### config.mk
export PLATFORM = sky130hd
export DESIGN_NAME = sru_top
export DESIGN_NICKNAME = d
export VERILOG_FILES = /design/src/sru_pkg.sv /design/src/csr_read_mux.sv /design/src/irq_ctrl.sv /design/src/priv_state.sv /design/src/sru_top.sv /design/src/trap_csrs.sv
export VERILOG_INCLUDE_DIRS = /design/src
export SDC_FILE = /design/constraint.sdc
export NUM_CORES = 1
export LEC_CHECK = 0
export ABC_AREA = 1
export BUFFER_PORTS_ARGS = -buffer_cell sky130_fd_sc_hd__clkbuf_2
export CORE_MARGIN = 4
export CORE_UTILIZATION = 35
export CTS_CLUSTER_SIZE = 20
export DETAILED_ROUTE_END_ITERATION = 10
export PLACE_DENSITY_LB_ADDON = 0.25
export SETUP_SLACK_MARGIN = 0.3
export SLEW_MARGIN = 20
export SYNTH_ARGS = -nofsm -noshare
export SYNTH_HDL_FRONTEND = slang
export SYNTH_SLANG_ARGS = --single-unit
### constraint.sdc
create_clock -name clk -period 2.4 [get_ports clk]
set_input_delay 0.24 -clock clk [delete_from_list [all_inputs] [get_ports clk]]
set_output_delay 0.24 -clock clk [all_outputs]
set_load 0.01 [all_outputs]
### src/sru_config.svh
/*
 * Machine-mode trap unit configuration.
 * Data width, CSR addresses, mstatus field positions and interrupt codes.
 */
`ifndef SRU_CONFIG_SVH
`define SRU_CONFIG_SVH

// register and data word width.
`define SRU_XLEN 32

// machine CSR addresses.
`define CSR_MSTATUS  12'h300
`define CSR_MIE      12'h304
`define CSR_MTVEC    12'h305
`define CSR_MSCRATCH 12'h340
`define CSR_MEPC     12'h341
`define CSR_MCAUSE   12'h342
`define CSR_MTVAL    12'h343
`define CSR_MIP      12'h344

// mstatus fields, MPP is two bits wide.
`define MSTATUS_MIE_BIT  3
`define MSTATUS_MPIE_BIT 7
`define MSTATUS_MPP_LSB  11

// interrupt bits in mie and mip, equal to the interrupt cause codes.
`define IRQ_MSI_BIT 3
`define IRQ_MTI_BIT 7
`define IRQ_MEI_BIT 11

`endif

### src/sru_pkg.sv
/*
 * Shared types of the trap unit.
 * Data word, CSR address, cause code, interrupt vector and privilege level.
 */
`include "sru_config.svh"

package sru_pkg;

    // one register or data word.
    typedef logic [`SRU_XLEN-1:0] xlen_t;

    // CSR address as carried on the read and write ports.
    typedef logic [11:0] csr_addr_t;

    // exception code field of mcause, below the interrupt flag.
    typedef logic [`SRU_XLEN-2:0] cause_code_t;

    // one bit per machine interrupt.
    // bit 0 software, bit 1 timer, bit 2 external.
    typedef logic [2:0] irq_vec_t;

    // privilege levels, supervisor is not implemented.
    typedef enum logic [1:0] {
        PRV_U = 2'd0,
        PRV_M = 2'd3
    } priv_t;

endpackage

### src/csr_read_mux.sv
/*
 * CSR read port.
 * Selects one machine CSR by address, unknown addresses read zero.
 */
`timescale 1ns/1ps
`include "sru_config.svh"

module csr_read_mux (
    input  sru_pkg::csr_addr_t  csr_raddr,
    input  sru_pkg::xlen_t      mstatus,
    input  sru_pkg::xlen_t      mie,
    input  sru_pkg::xlen_t      mip,
    input  sru_pkg::xlen_t      mtvec,
    input  sru_pkg::xlen_t      mscratch,
    input  sru_pkg::xlen_t      mepc,
    input  sru_pkg::xlen_t      mcause,
    input  sru_pkg::xlen_t      mtval,
    output sru_pkg::xlen_t      csr_rdata
);

always_comb begin
    case (csr_raddr)
        `CSR_MSTATUS:  csr_rdata = mstatus;
        `CSR_MIE:      csr_rdata = mie;
        `CSR_MTVEC:    csr_rdata = mtvec;
        `CSR_MSCRATCH: csr_rdata = mscratch;
        `CSR_MEPC:     csr_rdata = mepc;
        `CSR_MCAUSE:   csr_rdata = mcause;
        `CSR_MTVAL:    csr_rdata = mtval;
        `CSR_MIP:      csr_rdata = mip;
        default:       csr_rdata = '0;
    endcase
end

endmodule

### src/irq_ctrl.sv
/*
 * Machine interrupt control.
 * Input synchronizers, mie register, pending and enable logic, fixed priority.
 */
`timescale 1ns/1ps
`include "sru_config.svh"

module irq_ctrl (
    input  logic                  clk,
    input  logic                  rstn,
    input  logic                  ext_msip,
    input  logic                  ext_mtip,
    input  logic                  ext_meip,
    input  logic                  trap_en,
    input  sru_pkg::priv_t        prv,
    input  logic                  mstatus_mie,
    input  logic                  csr_wr,
    input  sru_pkg::csr_addr_t    csr_waddr,
    input  sru_pkg::xlen_t        csr_wdata,
    output sru_pkg::xlen_t        mie,
    output sru_pkg::xlen_t        mip,
    output logic                  irq_trigger,
    output sru_pkg::cause_code_t  irq_code
);

sru_pkg::irq_vec_t sync_q;
sru_pkg::irq_vec_t pend_q;
sru_pkg::irq_vec_t en_q;
sru_pkg::irq_vec_t active;
logic              allowed;

// two flop synchronizer, the second stage is mip.
always_ff @(posedge clk or negedge rstn) begin
    if (!rstn) begin
        sync_q <= '0;
        pend_q <= '0;
    end else begin
        sync_q <= {ext_meip, ext_mtip, ext_msip};
        pend_q <= sync_q;
    end
end

// only the three machine enables are writable.
always_ff @(posedge clk or negedge rstn) begin
    if (!rstn) begin
        en_q <= '0;
    end else if (csr_wr && csr_waddr == `CSR_MIE) begin
        en_q <= {csr_wdata[`IRQ_MEI_BIT], csr_wdata[`IRQ_MTI_BIT], csr_wdata[`IRQ_MSI_BIT]};
    end
end

always_comb begin
    mie = '0;
    mie[`IRQ_MSI_BIT] = en_q[0];
    mie[`IRQ_MTI_BIT] = en_q[1];
    mie[`IRQ_MEI_BIT] = en_q[2];
    mip = '0;
    mip[`IRQ_MSI_BIT] = pend_q[0];
    mip[`IRQ_MTI_BIT] = pend_q[1];
    mip[`IRQ_MEI_BIT] = pend_q[2];
end

assign active  = en_q & pend_q;
// user mode is always interruptible by machine interrupts.
assign allowed = (prv == sru_pkg::PRV_U) || (prv == sru_pkg::PRV_M && mstatus_mie);

assign irq_trigger = ~trap_en && allowed && (|active);

// external first, then software, then timer.
always_comb begin
    if (active[2]) irq_code = sru_pkg::cause_code_t'(`IRQ_MEI_BIT);
    else if (active[0]) irq_code = sru_pkg::cause_code_t'(`IRQ_MSI_BIT);
    else if (active[1]) irq_code = sru_pkg::cause_code_t'(`IRQ_MTI_BIT);
    else irq_code = '0;
end

endmodule

### src/priv_state.sv
/*
 * Privilege level and mstatus trap stack.
 * Entry pushes MIE and the level, mret pops them, CSR writes set the fields.
 */
`timescale 1ns/1ps
`include "sru_config.svh"

module priv_state (
    input  logic                clk,
    input  logic                rstn,
    input  logic                trap_en,
    input  logic                irq_trigger,
    input  logic                mret,
    input  logic                csr_wr,
    input  sru_pkg::csr_addr_t  csr_waddr,
    input  sru_pkg::xlen_t      csr_wdata,
    output sru_pkg::priv_t      prv,
    output sru_pkg::xlen_t      mstatus,
    output logic                mstatus_mie,
    output logic                eret_en
);

logic           entry;
logic           mie_q;
logic           mpie_q;
sru_pkg::priv_t mpp_q;
sru_pkg::priv_t mpp_wr;

// exceptions and interrupts enter the same way.
assign entry = trap_en | irq_trigger;

// a return is dropped when an exception arrives in the same cycle.
assign eret_en = mret & ~trap_en;

// unsupported levels written to MPP fall back to user.
assign mpp_wr = (csr_wdata[`MSTATUS_MPP_LSB +: 2] == 2'b11) ? sru_pkg::PRV_M
                                                            : sru_pkg::PRV_U;

always_ff @(posedge clk or negedge rstn) begin
    if (!rstn) begin
        prv <= sru_pkg::PRV_M;
    end else if (entry) begin
        prv <= sru_pkg::PRV_M;
    end else if (mret) begin
        prv <= mpp_q;
    end
end

always_ff @(posedge clk or negedge rstn) begin
    if (!rstn) begin
        mie_q  <= 1'b0;
        mpie_q <= 1'b0;
        mpp_q  <= sru_pkg::PRV_U;
    end else if (entry) begin
        mpp_q  <= prv;
        mpie_q <= mie_q;
        mie_q  <= 1'b0;
    end else if (mret) begin
        mpp_q  <= sru_pkg::PRV_U;
        mie_q  <= mpie_q;
        mpie_q <= 1'b1;
    end else if (csr_wr && csr_waddr == `CSR_MSTATUS) begin
        mie_q  <= csr_wdata[`MSTATUS_MIE_BIT];
        mpie_q <= csr_wdata[`MSTATUS_MPIE_BIT];
        mpp_q  <= mpp_wr;
    end
end

// all other mstatus fields read as zero.
always_comb begin
    mstatus = '0;
    mstatus[`MSTATUS_MIE_BIT] = mie_q;
    mstatus[`MSTATUS_MPIE_BIT] = mpie_q;
    mstatus[`MSTATUS_MPP_LSB +: 2] = mpp_q;
end

assign mstatus_mie = mie_q;

endmodule

### src/sru_top.sv
/*
 * Machine-mode trap and status unit.
 * Connects interrupt control, privilege state, trap CSRs and the read mux.
 */
`timescale 1ns/1ps

module sru_top (
    input  logic                clk,
    input  logic                rstn,
    input  logic                trap_en,
    input  sru_pkg::xlen_t      trap_cause,
    input  sru_pkg::xlen_t      trap_val,
    input  sru_pkg::xlen_t      trap_epc,
    input  logic                mret,
    input  logic                ext_msip,
    input  logic                ext_mtip,
    input  logic                ext_meip,
    input  logic                csr_wr,
    input  sru_pkg::csr_addr_t  csr_waddr,
    input  sru_pkg::xlen_t      csr_wdata,
    input  sru_pkg::csr_addr_t  csr_raddr,
    output sru_pkg::priv_t      prv,
    output logic                irq_trigger,
    output sru_pkg::xlen_t      cause,
    output sru_pkg::xlen_t      tval,
    output sru_pkg::xlen_t      trap_vec,
    output sru_pkg::xlen_t      ret_epc,
    output logic                eret_en,
    output sru_pkg::xlen_t      csr_rdata
);

sru_pkg::xlen_t       mstatus;
logic                 mstatus_mie;
sru_pkg::xlen_t       mie;
sru_pkg::xlen_t       mip;
sru_pkg::cause_code_t irq_code;
sru_pkg::xlen_t       mtvec;
sru_pkg::xlen_t       mscratch;
sru_pkg::xlen_t       mepc;
sru_pkg::xlen_t       mcause;
sru_pkg::xlen_t       mtval;

irq_ctrl u_irq_ctrl (
    .clk         (clk),
    .rstn        (rstn),
    .ext_msip    (ext_msip),
    .ext_mtip    (ext_mtip),
    .ext_meip    (ext_meip),
    .trap_en     (trap_en),
    .prv         (prv),
    .mstatus_mie (mstatus_mie),
    .csr_wr      (csr_wr),
    .csr_waddr   (csr_waddr),
    .csr_wdata   (csr_wdata),
    .mie         (mie),
    .mip         (mip),
    .irq_trigger (irq_trigger),
    .irq_code    (irq_code)
);

priv_state u_priv_state (
    .clk         (clk),
    .rstn        (rstn),
    .trap_en     (trap_en),
    .irq_trigger (irq_trigger),
    .mret        (mret),
    .csr_wr      (csr_wr),
    .csr_waddr   (csr_waddr),
    .csr_wdata   (csr_wdata),
    .prv         (prv),
    .mstatus     (mstatus),
    .mstatus_mie (mstatus_mie),
    .eret_en     (eret_en)
);

trap_csrs u_trap_csrs (
    .clk         (clk),
    .rstn        (rstn),
    .trap_en     (trap_en),
    .irq_trigger (irq_trigger),
    .irq_code    (irq_code),
    .trap_cause  (trap_cause),
    .trap_val    (trap_val),
    .trap_epc    (trap_epc),
    .csr_wr      (csr_wr),
    .csr_waddr   (csr_waddr),
    .csr_wdata   (csr_wdata),
    .mtvec       (mtvec),
    .mscratch    (mscratch),
    .mepc        (mepc),
    .mcause      (mcause),
    .mtval       (mtval),
    .trap_vec    (trap_vec),
    .cause       (cause),
    .tval        (tval),
    .ret_epc     (ret_epc)
);

csr_read_mux u_csr_read_mux (
    .csr_raddr (csr_raddr),
    .mstatus   (mstatus),
    .mie       (mie),
    .mip       (mip),
    .mtvec     (mtvec),
    .mscratch  (mscratch),
    .mepc      (mepc),
    .mcause    (mcause),
    .mtval     (mtval),
    .csr_rdata (csr_rdata)
);

endmodule

### src/trap_csrs.sv
/*
 * Machine trap CSRs.
 * mtvec, mscratch, mepc, mcause and mtval with trap capture.
 * Drives the trap vector, cause, tval and return address to the core.
 */
`timescale 1ns/1ps
`include "sru_config.svh"

module trap_csrs (
    input  logic                  clk,
    input  logic                  rstn,
    input  logic                  trap_en,
    input  logic                  irq_trigger,
    input  sru_pkg::cause_code_t  irq_code,
    input  sru_pkg::xlen_t        trap_cause,
    input  sru_pkg::xlen_t        trap_val,
    input  sru_pkg::xlen_t        trap_epc,
    input  logic                  csr_wr,
    input  sru_pkg::csr_addr_t    csr_waddr,
    input  sru_pkg::xlen_t        csr_wdata,
    output sru_pkg::xlen_t        mtvec,
    output sru_pkg::xlen_t        mscratch,
    output sru_pkg::xlen_t        mepc,
    output sru_pkg::xlen_t        mcause,
    output sru_pkg::xlen_t        mtval,
    output sru_pkg::xlen_t        trap_vec,
    output sru_pkg::xlen_t        cause,
    output sru_pkg::xlen_t        tval,
    output sru_pkg::xlen_t        ret_epc
);

logic           entry;
sru_pkg::xlen_t irq_cause;
sru_pkg::xlen_t vec_offset;

assign entry     = trap_en | irq_trigger;
assign irq_cause = {1'b1, irq_code};

// interrupt cause and a zero tval when an interrupt is taken.
assign cause = irq_trigger ? irq_cause : trap_cause;
assign tval  = irq_trigger ? '0 : trap_val;

// vectored mode adds four bytes per cause code, interrupts only.
assign vec_offset = (irq_trigger && mtvec[0]) ? (sru_pkg::xlen_t'(irq_code) << 2) : '0;
assign trap_vec   = {mtvec[`SRU_XLEN-1:2], 2'b00} + vec_offset;

assign ret_epc = mepc;

always_ff @(posedge clk or negedge rstn) begin
    if (!rstn) begin
        mtvec <= '0;
    end else if (csr_wr && csr_waddr == `CSR_MTVEC) begin
        // mode 2 and 3 are reserved, keep bit 1 clear.
        mtvec <= csr_wdata & ~sru_pkg::xlen_t'(2);
    end
end

always_ff @(posedge clk or negedge rstn) begin
    if (!rstn) begin
        mscratch <= '0;
    end else if (csr_wr && csr_waddr == `CSR_MSCRATCH) begin
        mscratch <= csr_wdata;
    end
end

// trap capture wins over a CSR write in the same cycle.
always_ff @(posedge clk or negedge rstn) begin
    if (!rstn) begin
        mepc <= '0;
    end else if (entry) begin
        mepc <= trap_epc;
    end else if (csr_wr && csr_waddr == `CSR_MEPC) begin
        mepc <= csr_wdata & ~sru_pkg::xlen_t'(1);
    end
end

always_ff @(posedge clk or negedge rstn) begin
    if (!rstn) begin
        mcause <= '0;
    end else if (entry) begin
        mcause <= cause;
    end else if (csr_wr && csr_waddr == `CSR_MCAUSE) begin
        mcause <= csr_wdata;
    end
end

always_ff @(posedge clk or negedge rstn) begin
    if (!rstn) begin
        mtval <= '0;
    end else if (entry) begin
        mtval <= tval;
    end else if (csr_wr && csr_waddr == `CSR_MTVAL) begin
        mtval <= csr_wdata;
    end
end

endmodule
# Yosys cells after proc, flatten, opt, wreduce, memory -nomap -nowiden
# Index checks and enable logic that the tools add are counted.
[word_totals]
ff_bits = 174
latchBits = 0
mem_bits_rw = 0
romBits = 0
output_inout_bits = 164
wordCells = 78
mem_count = 0
[op_classes]
addsub = 1
n_mul = 0
div = 0
n_lt_le_gt_ge = 0
n_eq_ne = 17
shifts = 0
mux = 25
bitwise_logic = 4
n_reduce_logical = 19
[op_table]
columns = ["op", "n"]
rows = [
  ["$mux 32", 9],
  ["$pmux 32 s8", 1],
  ["$eq 12x10->1 const B", 15],
  ["$mux 31", 2],
  ["$add 32x32->32", 1],
  ["$mux 2", 6],
  ["$logic_and 1x1->1", 11],
  ["$reduce_bool 2->1", 4],
  ["$mux 1", 6],
  ["$eq 2x2->1 const B", 2],
  ["$and 3x3->3", 1],
  ["$mux 3", 1],
  ["$reduce_bool 3->1", 1],
  ["$reduce_or 3->1", 1],
  ["$logic_not 2->1", 1],
  ["$and 1x1->1", 1],
  ["$logic_or 1x1->1", 1],
  ["$not 1->1", 1],
  ["$or 1x1->1", 1],
]

# Logic depth before layout (Yosys ltp)
[logic_depth]
depth_word = 8
mapped_depth = 17
mapped_depth_nobuf = 16

# Hierarchy
# A second synthesis with hierarchy kept.
[unflattened]
hier_cells = 2308
area_unflattened_um2 = 14405.1
[by_module_without_submodules]
columns = ["mod", "instances", "cells_per_inst", "area_per_inst_um2"]
rows = [
  ["trap_csrs", 1, 1529, 10174.8],
  ["csr_read_mux", 1, 565, 2562.5],
  ["irq_ctrl", 1, 131, 1062.3],
  ["priv_state", 1, 83, 605.6],
]

# Worst setup path after synthesis
# No wires, ideal clock.
[synth_path]
path_kind = "flip-flop to output port"
start = "register u_priv_state.prv[1]"
end = "output trap_vec[13]"
arrival_ns = 2.165
required_time_ns = 2.160
path_slack_ns = -0.005
path_stages_with_launch = 16
cell_sequence = "dfstp_2 -> inv_1 -> nand2_1 -> nand2_1 -> nor2_2 -> nand4_1 -> nor2_1 -> ha_1 -> buf_1 -> nand4_1 -> nand2_1 -> inv_1 -> nand2_1 -> nand2_1 -> nand2_1 -> xor2_1"
[synth_between]
elab_chain_len = 8
elab_cells_between_ends = 9
cone_classes = "1 x add/sub; 1 x eq/ne; 1 x mux; 6 x reduce/logical"
[synth_rtl]
columns = ["element", "line", "rtl"]
rows = [
  ["start, declared", "priv_state.sv:17", "output sru_pkg::priv_t prv,"],
  ["start signal, assigned", "priv_state.sv:41", "prv <= sru_pkg::PRV_M;"],
  ["start signal, assigned", "priv_state.sv:43", "prv <= sru_pkg::PRV_M;"],
  ["start signal, assigned", "priv_state.sv:45", "prv <= mpp_q;"],
  ["$eq 2x2->1", "irq_ctrl.sv:65", "assign allowed = (prv == sru_pkg::PRV_U) || (prv == sru_pkg::PRV_M && mstatus_mie);"],
  ["$logic_and 1x1->1", "irq_ctrl.sv:65", ""],
  ["$logic_or 1x1->1 *", "irq_ctrl.sv:65", ""],
  ["$logic_and 1x1->1 * (2 in a row)", "irq_ctrl.sv:67", "assign irq_trigger = ~trap_en && allowed && (|active);"],
  ["$logic_and 1x1->1 *", "trap_csrs.sv:44", "assign vec_offset = (irq_trigger && mtvec[0]) ? (sru_pkg::xlen_t'(irq_code) << 2) : '0;"],
  ["$mux 32 *", "trap_csrs.sv:44", ""],
  ["$add 32x32->32 *", "trap_csrs.sv:45", "assign trap_vec = {mtvec[`SRU_XLEN-1:2], 2'b00} + vec_offset;"],
  ["end, declared", "sru_top.sv:26", "output sru_pkg::xlen_t trap_vec,"],
]
# Every way passes the cells marked *; elsewhere a longest branch is shown, timed or not.

# Final worst setup path
[layout_path]
start = "register u_priv_state.prv[0]"
end = "output trap_vec[27]"
# The elaborated chain is that of the path after synthesis.

==> run_results.csv <==
group,metric,value,unit
outcome,status,"finished with violations",
outcome,violations,"setup timing",
setup_path,worstPathArrival,2690,ps
clock_network,clk_pin_slew,80,ps
synth,netlist_instances,1413,
clock_network,cts_made_buffers,17,
global_routing,grt_max_degree,64,
floorplanning,rows,61,
power,worst_ir_drop_vdd,0.0004009,V
routing,ant_nets,0,
setup_path,crit_fanout,6,
synth,yosysWarnings,0,
clock_network,clk_path_buf_depth,2,
worst_hold_path,hold_path_class,"primary input to flop",
timing,rsz0062_at_grt,"yes",
floorplanning,start_util,0.3584,
floorplanning,fp.coreArea,0.02801,mm2
placed_design,routabilityCongestion,0.9254,
placed_design,place_area,0.01265,mm2
clock_network,clk_latency,440,ps
cells_and_area,fin_area,0.01429,mm2
timing,finalCritPeriodShare,1.221,
setup_path,cpPeakStageDelay,550,ps
global_routing,grt_pass1_vias,11020,
routing,drtIter0Drc,1037,
setup_path,r2r-start,"u_priv_state.prv[0]$_DFFE_PN1P_",
synth,synth_cell_types,38,
power,finalPower,7.087,mW
worst_hold_path,hold_start,"trap_epc[0]",
setup_path,path_cells,"nand2_2 > nand2_2 > inv_2 > nor2_4 > nand4_1 > nor2_2 > ha_4 > nand4_1 > nand2_1 > nand2_2 > nand2_2 > nand2_2 > nand2_4 > nand2_2 > nand2_2 > nand2_2 > buf_6",
clock_network,cts_root_buffer,"clkbuf_16",
placed_design,dp_hpwl,32680,um
routing,vias_per_cell,5.175,
synth,ys.flop_type,"dfrtp_1",
timing,holdWs,23.62,ps
routing,wire_per_inst,20.54,um
routing,num_vias,11290,
routing,drcViolationCount,0,
setup_path,cp-end-kind,"primary output",
cells_and_area,layout_common_cells,"nand2_1 (312), clkbuf_2 (300), inv_1 (181)",
worst_hold_path,min_path_cells,3,
routing,firstDrtPassIters,7,
timing,setup_viol,69,
timing,finalCriticalPeriod,2931,ps
setup_path,crit_required,2160,ps
placed_design,io_buffer_count,321,
setup_path,critical_path_class,"flop to primary output",
synth,synth-edff-count,0,
timing,maxSlewHeadroom,0.5618,
cells_and_area,final_common_cell,"nand2_1",
setup_path,slowest_stage,"dfstp_2",
timing,worst_pin_slew,657.3,ps
cells_and_area,area_growth,42.38,%
timing,finClkSkew,14.54,ps
setup_path,rrSetupSlack,70,ps
clock_network,cts_tree,"yes",
timing,fin_ws,-531.2,ps
floorplanning,dieWidth,177.4,um
global_routing,grt_pass1_wl,66690,um
cells_and_area,drive_gt1_frac,0.3337,
cells_and_area,fin_nets,1952,
timing,hold_viol_final,0,
global_routing,grt-ovfl-total,0,
global_routing,grt_usage,0.2813,
cells_and_area,final_core_util,0.5103,
synth,ys_seq_area_frac,0.4340,
floorplanning,die_height,177.4,um
clock_network,clock_sinks,174,
setup_path,worstSetupStartpointType,"flop",
routing,routed_wl,44820,um
synth,synth_seq_cells,174,
timing,timing.fmax,341.2,MHz
setup_path,r2r_end,"u_trap_csrs.mepc[30]$_DFFE_PN0P_",
synth,syn_area_per_cell,7.104,um2
power,cellLeakagePower,7.196,nW
setup_path,r2r_cells,12,
job,maxCapViolCount,0,
placed_design,post-place-ws,-235.4,ps
floorplanning,pin_count,324,
timing,slew_violations,0,
clock_network,htreeDepth,4,
power,power.density,495.9,mW/mm2
global_routing,antenna_found_initial,4,
worst_hold_path,hold_end,"u_trap_csrs.mepc[0]$_DFFE_PN0P_",
synth,async_flop_share,1.000,
floorplanning,die_area,0.03145,mm2
cells_and_area,fillCellCount,2849,
setup_path,crit_path_frequent_cell,"nand2_2",
synth,netlist_area,0.01004,mm2
==> where the power goes <==
part	switching, mW	leakage [nW]	internal (mW)
clock	1.37	0.270	1.40
sequential	0.121	2.20	3.12
combinational	0.670	4.73	0.412
total	2.16	7.20	4.93
==> state kept, by name, summed over array words and instances (netlist names) <==
| name | cells |
|---|---|
| u_irq_ctrl.en_q | 3 |
| u_irq_ctrl.pend_q | 3 |
| u_irq_ctrl.sync_q | 3 |
| u_priv_state.mpie_q | 1 |
| u_priv_state.mpp_q | 2 |
| u_priv_state.mstatus_mie | 1 |
| u_priv_state.prv | 2 |
| u_trap_csrs.mcause | 32 |
| u_trap_csrs.mepc | 32 |
| u_trap_csrs.mscratch | 32 |
| u_trap_csrs.mtval | 32 |
| u_trap_csrs.mtvec | 31 |
==> kinds of logic after synthesis <==
kind of cell,share of synthesized area
and+or+nand+nor,0.2784
AOI/OAI and AO/OA,0.1602
buffers and inverters,0.1069
DFF,0.4340
xor gates and xnor gates,0.01396
adders and majority gates,0.004986
other,0.0003736
muxes,0.001122
==> final cells by class <==
type                    instances  area [um2]  area share
repair buffers                429        2922      0.2044
clock inverters                14       131.4    0.009192
flip-flops and latches        174        4357      0.3048
diodes                          3       7.507   0.0005253
multi-input cells             969        5197      0.3637
inverters                     197       765.7     0.05358
well taps                     378       473.0     0.03309
clock buffers                  18       439.2     0.03073
==> metrics by stage <==
step	TNS, ps	std cells
2_1_floorplan	0	1414
3_3_place_gp	-2625	2116
3_5_place_dp	-4020	2116
4_1_cts	-18760	2173
5_1_grt	-25890	2182
6_report	-18470	2182
==> worst max-delay path by stage <==
stage	cells past startpoint	slack (ps)	start	endpoint
after global routing	16	-650	u_priv_state.prv[0]$_DFFE_PN1P_	trap_vec[18]
after CTS	17	-540	u_priv_state.prv[1]$_DFFE_PN1P_	trap_vec[27]
after global placement	15	-180	u_priv_state.prv[0]$_DFFE_PN1P_	trap_vec[23]
after floorplan	13	90	u_priv_state.prv[0]$_DFFE_PN1P_	trap_vec[28]
after detailed placement	17	-240	u_priv_state.prv[0]$_DFFE_PN1P_	trap_vec[27]
final	17	-530	u_priv_state.prv[0]$_DFFE_PN1P_	trap_vec[27]
==> what timing repair did <==
action | 4_1_cts | 5_1_grt
setup endpoints to repair | 138 | 223
cloned | 7 | 1
pin swaps | 21 | 36
endpoints found under the hold margin | 59 | 0
hold buffers | 4 | 0
gates resized for setup | 114 | 75
setup buffers | 14 | 5
==> worst max-delay path: cells and delay by family, from the launching register on <==
kind                       cells  cell delay [ps]
adders and majority gates      1              170
buffers and inverters          2              150
and+or+nand+nor               14             1350
DFF                            1              550
==> per-layer routing <==
layer | GRT usage | vias up | part of all wire
met5 | 0 | - | 0.00025
li1 | - | 5370 | -
met2 | 0.4330 | 541 | 0.45
met3 | 0.06434 | 65 | 0.092
met1 | 0.3944 | 5313 | 0.43
met4 | 0.09185 | 2 | 0.024
==> synth_stat cells, drive strengths merged (2+ instances only) <==
cell,number,area (um2)
nor4,5,31.28
or2,3,18.77
nor3,19,106.4
dfrtp,172,4304
o211ai,20,150.1
a21oi,45,225.2
nand3,129,655.6
o221ai,2,17.52
inv,196,735.7
nand4,17,112.6
o22ai,10,68.81
clkbuf,33,123.9
a31oi,49,306.5
o2111ai,5,43.79
xor2,16,140.1
o21ai,156,788.3
ha,4,50.05
nand3b,2,15.01
nor2,123,501.7
nand2,359,1348
buf,41,210.2
dfstp,2,52.55
Power figures use the tool's default switching activity.
